[src/gps_host_pkg.sv]
// Host command and response types
package gps_host_pkg;

    // Write commands first, then reads
    typedef enum logic [3:0] {
        SET_CHAN,
        SET_MASK,
        SET_PAUSE,
        HOLD_CHAN,
        SAMPLER_RST,
        GET_SAMPLES,
        GET_SRQ,
        GET_SNAPSHOT,
        GET_CHAN
    } gps_op_e;

    typedef struct packed {
        gps_op_e     op;
        logic [15:0] arg;
    } gps_cmd_t;

    // One response word, last marks the end of a read
    typedef struct packed {
        logic [15:0] data;
        logic        last;
    } gps_rsp_t;

endpackage

[src/gps_cfg_pkg.sv]
// Receiver geometry and payload types
package gps_cfg_pkg;

    // Channel geometry
    localparam int GPS_CHANS = 4;
    localparam int CHAN_SEL_BITS = $clog2(GPS_CHANS);
    localparam int GPS_REPL_BITS = 8;
    localparam int TICK_BITS = 48;
    localparam int PAUSE_BITS = 16;

    // 5-stage maximal code generator, taps 5 and 3
    localparam int CODE_STAGES = 5;
    localparam int CODE_LEN = 31;
    localparam logic [CODE_STAGES-1:0] CODE_SEED = '1;
    // Replica is epoch count above chip index
    localparam int EPOCH_BITS = GPS_REPL_BITS - CODE_STAGES;

    // Sampler buffer depth in 16-bit words
    localparam int SAMPLE_WORDS = 4;
    localparam int SAMPLE_PTR_BITS = $clog2(SAMPLE_WORDS);

    // Host request sits above the channel requests
    typedef struct packed {
        logic                 host;
        logic [GPS_CHANS-1:0] chan;
    } gps_srq_t;

    typedef struct packed {
        logic [TICK_BITS-1:0]                      ticks;
        logic [GPS_CHANS-1:0]                      epochs;
        logic [GPS_CHANS-1:0][GPS_REPL_BITS-1:0]   replicas;
    } gps_snap_t;

    // Serial payload lengths and read bit counter width
    localparam int SRQ_BITS = $bits(gps_srq_t);
    localparam int SNAP_BITS = $bits(gps_snap_t);
    localparam int READ_CNT_BITS = $clog2(SNAP_BITS + 16);

endpackage
[src/gps_rx_top.sv]
// Receiver control top level
`timescale 1ns/100ps

module gps_rx_top (
    input  logic                   clk,
    input  logic                   rst,
    input  gps_host_pkg::gps_cmd_t cmd,
    input  logic                   cmd_valid,
    output logic                   cmd_ready,
    output gps_host_pkg::gps_rsp_t rsp,
    output logic                   rsp_valid,
    input  logic                   rsp_ready,
    input  logic                   sample_in,
    input  logic                   host_srq
);
    import gps_cfg_pkg::*;

    logic [GPS_CHANS-1:0]       chan_srq;
    logic [GPS_CHANS-1:0][15:0] chan_count;
    logic [GPS_CHANS-1:0][GPS_REPL_BITS-1:0] replicas;
    logic [GPS_CHANS-1:0]       chan_rst;
    logic [GPS_CHANS-1:0]       chan_hold;
    logic [TICK_BITS-1:0]       ticks;
    logic [PAUSE_BITS-1:0]      pause_value;
    logic [15:0]                sample_word;
    logic srq_load;
    logic snap_load;
    logic bit_shift;
    logic srq_bit;
    logic snap_bit;
    logic sample;
    logic sample_pop;
    logic sampler_rst;
    logic pause_load;
    logic resume;
    gps_srq_t  noted;
    gps_snap_t snap;

    // Unserviced epochs include ones noted but not yet read
    assign snap = '{ticks: ticks, epochs: chan_srq | noted.chan, replicas: replicas};

    gps_host_fsm u_fsm (
        .clk         (clk),
        .rst         (rst),
        .cmd         (cmd),
        .cmd_valid   (cmd_valid),
        .cmd_ready   (cmd_ready),
        .rsp         (rsp),
        .rsp_valid   (rsp_valid),
        .rsp_ready   (rsp_ready),
        .chan_srq    (chan_srq),
        .host_srq    (host_srq),
        .srq_load    (srq_load),
        .snap_load   (snap_load),
        .bit_shift   (bit_shift),
        .srq_bit     (srq_bit),
        .snap_bit    (snap_bit),
        .chan_count  (chan_count),
        .sample_word (sample_word),
        .sample_pop  (sample_pop),
        .sampler_rst (sampler_rst),
        .pause_load  (pause_load),
        .pause_value (pause_value),
        .chan_rst    (chan_rst),
        .chan_hold   (chan_hold),
        .noted       (noted)
    );

    gps_tick_timer u_timer (
        .clk         (clk),
        .rst         (rst),
        .pause_load  (pause_load),
        .pause_value (pause_value),
        .ticks       (ticks),
        .resume      (resume)
    );

    ////////////////////
    // Serial readout

    gps_serial_shifter #(.payload_t(gps_srq_t)) u_srq_shift (
        .clk   (clk),
        .rst   (rst),
        .load  (srq_load),
        .shift (bit_shift),
        .din   (noted),
        .sout  (srq_bit)
    );

    gps_serial_shifter #(.payload_t(gps_snap_t)) u_snap_shift (
        .clk   (clk),
        .rst   (rst),
        .load  (snap_load),
        .shift (bit_shift),
        .din   (snap),
        .sout  (snap_bit)
    );

    gps_sampler u_sampler (
        .clk       (clk),
        .rst       (rst | sampler_rst),
        .sample_in (sample_in),
        .pop       (sample_pop),
        .sample    (sample),
        .word      (sample_word)
    );

    ////////////////////
    // Correlator channels

    for (genvar ch = 0; ch < GPS_CHANS; ch++)
    begin : g_chan
        gps_corr_chan u_chan (
            .clk     (clk),
            .rst     (rst | chan_rst[ch]),
            .sample  (sample),
            .hold    (chan_hold[ch]),
            .resume  (resume),
            .epoch   (chan_srq[ch]),
            .replica (replicas[ch]),
            .count   (chan_count[ch])
        );
    end

endmodule

[src/gps_host_fsm.sv]
// Receiver command state machine
`timescale 1ns/100ps

module gps_host_fsm (
    input  logic                                     clk,
    input  logic                                     rst,
    input  gps_host_pkg::gps_cmd_t                   cmd,
    input  logic                                     cmd_valid,
    output logic                                     cmd_ready,
    output gps_host_pkg::gps_rsp_t                   rsp,
    output logic                                     rsp_valid,
    input  logic                                     rsp_ready,
    input  logic [gps_cfg_pkg::GPS_CHANS-1:0]        chan_srq,
    input  logic                                     host_srq,
    output logic                                     srq_load,
    output logic                                     snap_load,
    output logic                                     bit_shift,
    input  logic                                     srq_bit,
    input  logic                                     snap_bit,
    input  logic [gps_cfg_pkg::GPS_CHANS-1:0][15:0]  chan_count,
    input  logic [15:0]                              sample_word,
    output logic                                     sample_pop,
    output logic                                     sampler_rst,
    output logic                                     pause_load,
    output logic [gps_cfg_pkg::PAUSE_BITS-1:0]       pause_value,
    output logic [gps_cfg_pkg::GPS_CHANS-1:0]        chan_rst,
    output logic [gps_cfg_pkg::GPS_CHANS-1:0]        chan_hold,
    output gps_cfg_pkg::gps_srq_t                    noted
);
    import gps_cfg_pkg::*;
    import gps_host_pkg::*;

    typedef enum logic [2:0] {S_IDLE, S_LOAD, S_SHIFT, S_PRESENT, S_WAIT} state_e;

    state_e   state;
    gps_op_e  cur_op;
    gps_srq_t srq_now;
    gps_srq_t srq_sticky;
    logic [CHAN_SEL_BITS-1:0] chan_sel;
    logic [GPS_CHANS-1:0]     chan_mask;
    logic [READ_CNT_BITS-1:0] bit_cnt;
    logic [READ_CNT_BITS-1:0] payload_len;
    logic [15:0] word;
    logic last_word;
    logic ser_bit;
    logic accept;

    assign accept     = cmd_valid && cmd_ready;
    assign cmd_ready  = state == S_IDLE;
    assign rsp_valid  = state == S_WAIT;
    assign srq_load   = state == S_LOAD && cur_op == GET_SRQ;
    assign snap_load  = state == S_LOAD && cur_op == GET_SNAPSHOT;
    assign sample_pop = state == S_LOAD && cur_op == GET_SAMPLES;
    // Shifting stops outside the shift state, so back-pressure freezes the read
    assign bit_shift  = state == S_SHIFT;
    assign ser_bit    = (cur_op == GET_SRQ) ? srq_bit : snap_bit;
    assign payload_len = (cur_op == GET_SRQ) ? READ_CNT_BITS'(SRQ_BITS)
                                             : READ_CNT_BITS'(SNAP_BITS);

    ////////////////////
    // Channel control and write commands

    always_ff @(posedge clk)
    begin
        if (rst)
        begin
            chan_sel    <= '0;
            chan_mask   <= '0;
            sampler_rst <= 1'b0;
            pause_load  <= 1'b0;
            chan_rst    <= '0;
            chan_hold   <= '0;
        end
        else
        begin
            sampler_rst <= accept && cmd.op == SAMPLER_RST;
            pause_load  <= accept && cmd.op == SET_PAUSE;
            // Free channels restart with the sampler, so code phase counts from sampling
            chan_rst  <= (accept && cmd.op == SAMPLER_RST) ? ~chan_mask : '0;
            chan_hold <= (accept && cmd.op == HOLD_CHAN) ? GPS_CHANS'(1) << chan_sel : '0;
            if (accept && cmd.op == SET_CHAN)
            begin
                chan_sel <= cmd.arg[CHAN_SEL_BITS-1:0];
            end
            if (accept && cmd.op == SET_MASK)
            begin
                chan_mask <= cmd.arg[GPS_CHANS-1:0];
            end
        end
    end

    always_ff @(posedge clk)
    begin
        if (accept && cmd.op == SET_PAUSE)
        begin
            pause_value <= cmd.arg;
        end
    end

    ////////////////////
    // Sticky service requests

    assign srq_now = '{host: host_srq, chan: chan_srq};

    always_ff @(posedge clk)
    begin
        if (rst)
        begin
            srq_sticky <= '0;
        end
        else if (srq_load)
        begin
            // Restart from what is pending right now
            srq_sticky <= srq_now;
        end
        else
        begin
            srq_sticky <= gps_srq_t'(srq_sticky | srq_now);
        end
    end

    // Host bit is never masked
    assign noted = '{host: srq_sticky.host, chan: srq_sticky.chan & chan_mask};

    ////////////////////
    // Read sequencing

    always_ff @(posedge clk)
    begin
        if (rst)
        begin
            state   <= S_IDLE;
            bit_cnt <= '0;
        end
        else
        begin
            case (state)
                S_IDLE:
                begin
                    if (accept)
                    begin
                        state <= S_LOAD;
                    end
                end
                S_LOAD:
                begin
                    bit_cnt <= '0;
                    case (cur_op)
                        GET_SRQ, GET_SNAPSHOT: state <= S_SHIFT;
                        GET_CHAN, GET_SAMPLES: state <= S_PRESENT;
                        default:               state <= S_IDLE;
                    endcase
                end
                S_SHIFT:
                begin
                    bit_cnt <= bit_cnt + 1'b1;
                    if (bit_cnt[3:0] == 4'hf)
                    begin
                        state <= S_PRESENT;
                    end
                end
                S_PRESENT:
                begin
                    state <= S_WAIT;
                end
                default:
                begin
                    // Word holds until the host takes it
                    if (rsp_ready)
                    begin
                        state <= rsp.last ? S_IDLE : S_SHIFT;
                    end
                end
            endcase
        end
    end

    // Word assembly and the response register
    always_ff @(posedge clk)
    begin
        if (accept)
        begin
            cur_op <= cmd.op;
        end
        case (state)
            S_LOAD:
            begin
                last_word <= 1'b1;
                word <= (cur_op == GET_CHAN) ? chan_count[chan_sel] : sample_word;
            end
            S_SHIFT:
            begin
                word <= {word[14:0], ser_bit};
                // Last word once the payload length is covered
                last_word <= bit_cnt + 1 >= payload_len;
            end
            S_PRESENT:
            begin
                rsp.data <= word;
                rsp.last <= last_word;
            end
            default:
            begin
            end
        endcase
    end

endmodule

[src/gps_corr_chan.sv]
// Simplified correlator channel
`timescale 1ns/100ps

module gps_corr_chan (
    input  logic                                 clk,
    input  logic                                 rst,
    input  logic                                 sample,
    input  logic                                 hold,
    input  logic                                 resume,
    output logic                                 epoch,
    output logic [gps_cfg_pkg::GPS_REPL_BITS-1:0] replica,
    output logic [15:0]                          count
);
    import gps_cfg_pkg::*;

    logic [CODE_STAGES-1:0] lfsr;
    logic [CODE_STAGES-1:0] chip;
    logic [EPOCH_BITS-1:0]  epoch_cnt;
    logic [15:0] acc;
    logic held;
    logic step;
    logic wrap;
    logic code_bit;
    logic match;

    // Stage 5 is the code output
    assign code_bit = lfsr[CODE_STAGES-1];
    assign match    = sample == code_bit;
    assign step     = !held;
    // Last chip of the period
    assign wrap     = step && chip == CODE_STAGES'(CODE_LEN - 1);

    ////////////////////
    // Code generator and hold

    always_ff @(posedge clk)
    begin
        if (rst)
        begin
            lfsr      <= CODE_SEED;
            chip      <= '0;
            epoch_cnt <= '0;
            acc       <= '0;
            held      <= 1'b0;
            epoch     <= 1'b0;
        end
        else
        begin
            epoch <= wrap;
            // A hold that meets a resume waits for the next one
            if (hold)
            begin
                held <= 1'b1;
            end
            else if (resume)
            begin
                held <= 1'b0;
            end
            if (wrap)
            begin
                lfsr      <= CODE_SEED;
                chip      <= '0;
                epoch_cnt <= epoch_cnt + 1'b1;
                acc       <= '0;
            end
            else if (step)
            begin
                // Feedback from taps 5 and 3
                lfsr <= {lfsr[CODE_STAGES-2:0], lfsr[4] ^ lfsr[2]};
                chip <= chip + 1'b1;
                acc  <= acc + match;
            end
        end
    end

    // Match count of the period just ended, with its last chip
    always_ff @(posedge clk)
    begin
        if (wrap)
        begin
            count <= acc + match;
        end
    end

    assign replica = {epoch_cnt, chip};

endmodule

[src/gps_sampler.sv]
// Sample bit packer and word buffer
`timescale 1ns/100ps

module gps_sampler (
    input  logic        clk,
    input  logic        rst,
    input  logic        sample_in,
    input  logic        pop,
    output logic        sample,
    output logic [15:0] word
);
    import gps_cfg_pkg::*;

    logic [15:0] buf_mem [SAMPLE_WORDS];
    logic [15:0] acc;
    logic [3:0]  bit_cnt;
    logic [SAMPLE_PTR_BITS-1:0] wr_ptr;
    logic [SAMPLE_PTR_BITS-1:0] rd_ptr;
    logic [SAMPLE_PTR_BITS:0]   fill;
    logic full;
    logic push;
    logic do_pop;

    // Registered sample, shared with the correlator channels
    always_ff @(posedge clk)
    begin
        sample <= sample_in;
    end

    assign full   = fill == (SAMPLE_PTR_BITS + 1)'(SAMPLE_WORDS);
    // Sixteenth bit completes a word
    assign push   = !full && bit_cnt == 4'hf;
    assign do_pop = pop && fill != '0;

    ////////////////////
    // Bit packing

    always_ff @(posedge clk)
    begin
        if (!full)
        begin
            acc <= {acc[14:0], sample};
        end
        if (push)
        begin
            buf_mem[wr_ptr] <= {acc[14:0], sample};
        end
    end

    always_ff @(posedge clk)
    begin
        if (rst)
        begin
            bit_cnt <= '0;
            wr_ptr  <= '0;
            rd_ptr  <= '0;
            fill    <= '0;
        end
        else
        begin
            // Bits arriving while full are dropped
            if (!full)
            begin
                bit_cnt <= bit_cnt + 1'b1;
            end
            if (push)
            begin
                wr_ptr <= wr_ptr + 1'b1;
            end
            if (do_pop)
            begin
                rd_ptr <= rd_ptr + 1'b1;
            end
            fill <= fill + push - do_pop;
        end
    end

    // Empty buffer reads as zero
    assign word = (fill == '0) ? 16'h0000 : buf_mem[rd_ptr];

endmodule

[src/gps_serial_shifter.sv]
// Parallel load serial shifter
`timescale 1ns/100ps

module gps_serial_shifter #(
    parameter type payload_t = logic [15:0]
) (
    input  logic     clk,
    input  logic     rst,
    input  logic     load,
    input  logic     shift,
    input  payload_t din,
    output logic     sout
);

    localparam int W = $bits(payload_t);

    logic [W-1:0] sr;

    always_ff @(posedge clk)
    begin
        if (rst)
        begin
            sr <= '0;
        end
        else if (load)
        begin
            sr <= din;
        end
        else if (shift)
        begin
            // Zero fills from the bottom, so a read past the end pads zeros
            sr <= {sr[W-2:0], 1'b0};
        end
    end

    // MSB leaves first
    assign sout = sr[W-1];

endmodule

[src/gps_tick_timer.sv]
// Tick counter and pause timer
`timescale 1ns/100ps

module gps_tick_timer (
    input  logic                               clk,
    input  logic                               rst,
    input  logic                               pause_load,
    input  logic [gps_cfg_pkg::PAUSE_BITS-1:0] pause_value,
    output logic [gps_cfg_pkg::TICK_BITS-1:0]  ticks,
    output logic                               resume
);
    import gps_cfg_pkg::*;

    logic [PAUSE_BITS-1:0] reload;
    logic [PAUSE_BITS-1:0] count;
    // Borrow out of the decrement marks the underflow
    logic [PAUSE_BITS:0]   dec;

    assign dec = {1'b0, count} - 1'b1;

    always_ff @(posedge clk)
    begin
        if (rst)
        begin
            ticks  <= '0;
            reload <= '1;
            count  <= '1;
            resume <= 1'b0;
        end
        else
        begin
            // Free-running, one tick per clk
            ticks <= ticks + 1'b1;
            if (pause_load)
            begin
                reload <= pause_value;
                count  <= pause_value;
                resume <= 1'b0;
            end
            else if (dec[PAUSE_BITS])
            begin
                // Underflow, reload and release held channels
                count  <= reload;
                resume <= 1'b1;
            end
            else
            begin
                count  <= dec[PAUSE_BITS-1:0];
                resume <= 1'b0;
            end
        end
    end

endmodule

[config.mk]
export PLATFORM = sky130hd
export DESIGN_NAME = gps_rx_top
export DESIGN_NICKNAME = d
export VERILOG_FILES = /design/src/gps_host_pkg.sv /design/src/gps_cfg_pkg.sv /design/src/gps_rx_top.sv /design/src/gps_host_fsm.sv /design/src/gps_corr_chan.sv /design/src/gps_sampler.sv /design/src/gps_serial_shifter.sv /design/src/gps_tick_timer.sv
export SDC_FILE = /design/constraint.sdc
export NUM_CORES = 1
export LEC_CHECK = 0
export BUFFER_PORTS_ARGS = -buffer_cell sky130_fd_sc_hd__clkbuf_2
export CAP_MARGIN = 20
export CORE_MARGIN = 1
export CORE_UTILIZATION = 37
export DETAILED_ROUTE_END_ITERATION = 12
export HOLD_SLACK_MARGIN = 0.02
export PLACE_DENSITY = 0.64
export SLEW_MARGIN = 20
export SYNTH_ARGS = -nofsm -noshare
export SYNTH_HDL_FRONTEND = slang
export SYNTH_SLANG_ARGS = --single-unit
[constraint.sdc]
create_clock -name clk -period 7.9 [get_ports clk]
set_clock_uncertainty 0.1 [all_clocks]
set_input_delay 1.185 -clock clk [delete_from_list [all_inputs] [get_ports clk]]
set_output_delay 1.185 -clock clk [all_outputs]
set_load 0.005 [all_outputs]
==> impl_metrics.yaml <==
outcome:
  status: "completed"
logic_synthesis:
  synthArstFlopShare: 0
  ys_types: 66
  synth_edf_count: 197
  seq_area_frac_synth: 0.566
  synthMuxAreaShare: 0.0510
  syn_inst: 2145
  yosys_warnings: 0
  synth-seq-cells: 536
  avgSynthCellArea_um2: 10.5
  ys.flop_type: "dfxtp_1"
  synth_compound_area_frac: 0.0834
  synth_top_family_by_area: "simple AND/OR/NAND/NOR gates"
  syn_nets: 2205
  synth_fa_ha_area_frac: 0.0193
  synthSimpleGateAreaFrac: 0.179
  synth-xor-area-share: 0.0707
  netlist_area_um2: 22400
clock_tree:
  post-cts-setup-buffers: 0
  htreeDepth: 2
  ctsResizeCount: 0
  clk_path_buf_depth: 3
  cts-root-buf: "clkbuf_16"
  cts_tree: "built"
  hold_buffers: 0
  cts.sinks: 536
  cts_buffers: 56
  clk_pin_slew_ps: 60
  clk_latency_ps: 630
sta:
  tightest_slew_ps: 1020
  hold_violations: 0
  slew_headroom: 0.318
  rsz0062_at_grt: "no"
  fmax_ghz: 0.327
  setup_viol: 0
  min_period_ps: 3060
  tns_ps: 0
  period_share: 0.387
  slew_violations: 0
routing:
  drc: 0
  avgRoutedWirePerCell_um: 15.9
  antenna_left: 0
  via_per_inst: 5.19
  dr.first_iter.drc_count: 941
  first_pass_iters: 7
  totalWireLength_mm: 46.9
  num_vias: 15300
power_and_ir_drop:
  p_seq_frac: 0.484
  internal-power_uw: 4850
  pwr-share-comb: 0.092
  switchingPower_uw: 1660
  peakVddDrop_mv: 0.180
  p_leak_uw: 0.00890
  power_density_nw_per_um2: 258
  p_clk_frac: 0.424
  sw_frac_of_total: 0.255
grt:
  grt-ovfl-total: 0
  grt_usage: 0.153
  grt_pass1_vias: 14900
  grt_pass1_wl_mm: 76.7
  grt_max_degree: 105
  antenna_found_initial: 1
layout:
  nets: 2193
  syn_to_final_growth_pct: 12.6
  drive_above_1_share: 0.101
  diodes: 0
  fill_cells: 5598
  stdcell_count: 2954
  multi_input_area_um2: 9070
  ff_latch_area_um2: 12700
placed_design:
  dpl.cell_count: 2848
  portBuffers: 44
  routabilityCongestion: 0.789
  hpwlAfterDp_mm: 30.5
setup_path:
  crit_fanout: 104
  worstSetupPathType: "register to register"
  reg2reg_from: "u_fsm.state[0]$_SDFFE_PP0P_"
  worstPathArrival_ps: 3370
  cp-start-kind: "register"
  critPathRequiredTime_ps: 8210
  cp-startpoint: "u_fsm.state[0]$_SDFFE_PP0P_"
  endpoint_kind: "register"
die:
  row_count: 89
  ios: 45
  die-area_um2: 61600
  initial_core_util: 0.377
  core_area_um2: 59500
  die_h_um: 248
  dieWidth_um: 248
run:
  max_cap_violations: 0
worst_hold_path:
  worstHoldPathType: "register to register"
  hold_start: "u_fsm.word[15]$_DFFE_PP_"
[sequential cells by signal, summed over array words and instances (netlist names), 15 cells and up, named ones only]
register             flops
u_timer.reload          16
u_fsm.pause_value       16
g_chan.u_chan.count     64
u_fsm.rsp               17
g_chan.u_chan.acc       64
g_chan.u_chan.lfsr      20
u_snap_shift.sr         84
u_timer.count           16
u_sampler.buf_mem       64
u_timer.ticks           48
u_fsm.word              16
u_sampler.acc           15
g_chan.u_chan.chip      20
[cells in the mapped netlist, types with 32 or more instances]
cell | instances | share of area
a21oi_1 | 75 | 0.017
a311oi_1 | 84 | 0.033
clkbuf_1 | 106 | 0.018
dfxtp_1 | 339 | 0.30
edfxtp_1 | 197 | 0.26
ha_1 | 33 | 0.018
inv_1 | 46 | 0.0077
mux2i_1 | 40 | 0.018
mux4_2 | 32 | 0.032
nand2_1 | 262 | 0.044
nand3_1 | 60 | 0.013
nor2_1 | 337 | 0.056
nor3_1 | 32 | 0.0071
o21ai_0 | 45 | 0.010
xnor2_1 | 89 | 0.035
xor2_1 | 92 | 0.036
[kinds of logic after synthesis]
kind of cell | count (synthesis)
flip-flops | 536
adder cells (fa/ha/maj) | 34
AO/OA/AOI/OAI | 271
multiplexers | 74
XOR/XNOR | 181
buffers and inverters | 178
AND/OR/NAND/NOR | 871
[routing by layer]
metal	GRT usage	up-vias	part of all wire
li1	-	7531	-
met1	0.202	7435	0.46
met2	0.247	261	0.47
met3	0.0288	96	0.043
met4	0.0588	2	0.033
met5	0	-	0.00028
[layout make-up]
cell class              instances  area share
clock buffers                  86      0.0680
inverters                      46     0.00684
repair buffers                 62      0.0143
well taps                     773      0.0383
multi-input cells            1431       0.359
flip-flops and latches        536       0.503
clock inverters                20      0.0108
[cell usage in the layout, fill, tap and decap left out, types with 5 or more instances in the layout]
cell,count
or4_1,15
ha_1,33
nand2b_1,7
clkbuf_8,14
nor4_1,7
nor2b_1,21
xor2_1,92
a211oi_1,6
a311oi_1,84
a221oi_1,17
nand3_1,58
nand2_1,262
or2_2,9
clkinv_2,9
nand3b_1,6
clkbuf_1,13
buf_4,18
o31ai_1,17
edfxtp_1,197
dfxtp_1,339
mux2i_1,40
nand4_1,30
inv_1,46
clkbuf_2,43
and3_1,15
clkbuf_16,59
nor3_1,32
and4_1,6
a21oi_1,75
or3_1,17
o21ai_0,45
xnor2_1,89
mux4_2,32
and2_1,10
a31oi_1,5
nor2_1,337
[worst max-delay path: stages (launching register included)]
cell      delay, ps
dfxtp_1         580
nor3b_2         460
nand3_4         590
buf_4           620
a211oi_1        350
a311oi_1         80
[per-stage QoR]
step	setup WS (ps)	utilization	total power, µW	cell area [µm²]	hold WS [ps]
final	4840	0.425	6510	25300	337
after global routing	4590	0.425	6780	25300	345
after CTS	4640	0.425	6590	25300	339
after detailed placement	4360	0.391	3810	23300	306
after global placement	4360	0.391	3790	23300	335
after floorplan	4540	-	3600	22400	300
[power groups by stage]
stage / sequential (µW) / clock [µW] / combinational (µW)
floorplan: 3150 / 0 / 444
global placement: 3200 / 0 / 587
detailed placement: 3210 / 0 / 601
CTS: 3150 / 2840 / 606
global route: 3160 / 2950 / 666
finish: 3150 / 2760 / 597
[path summary, 6_finish.rpt]
path	endpoint	slack, ps	depth (start not counted)
max reg2reg	u_snap_shift.sr[32]$_SDFFE_PP0P_	4840	5
max	u_snap_shift.sr[32]$_SDFFE_PP0P_	4840	5
min reg2reg	u_fsm.rsp[16]$_DFFE_PP_	340	0
min	u_fsm.rsp[16]$_DFFE_PP_	340	0
(Power assumes the default switching activity.)
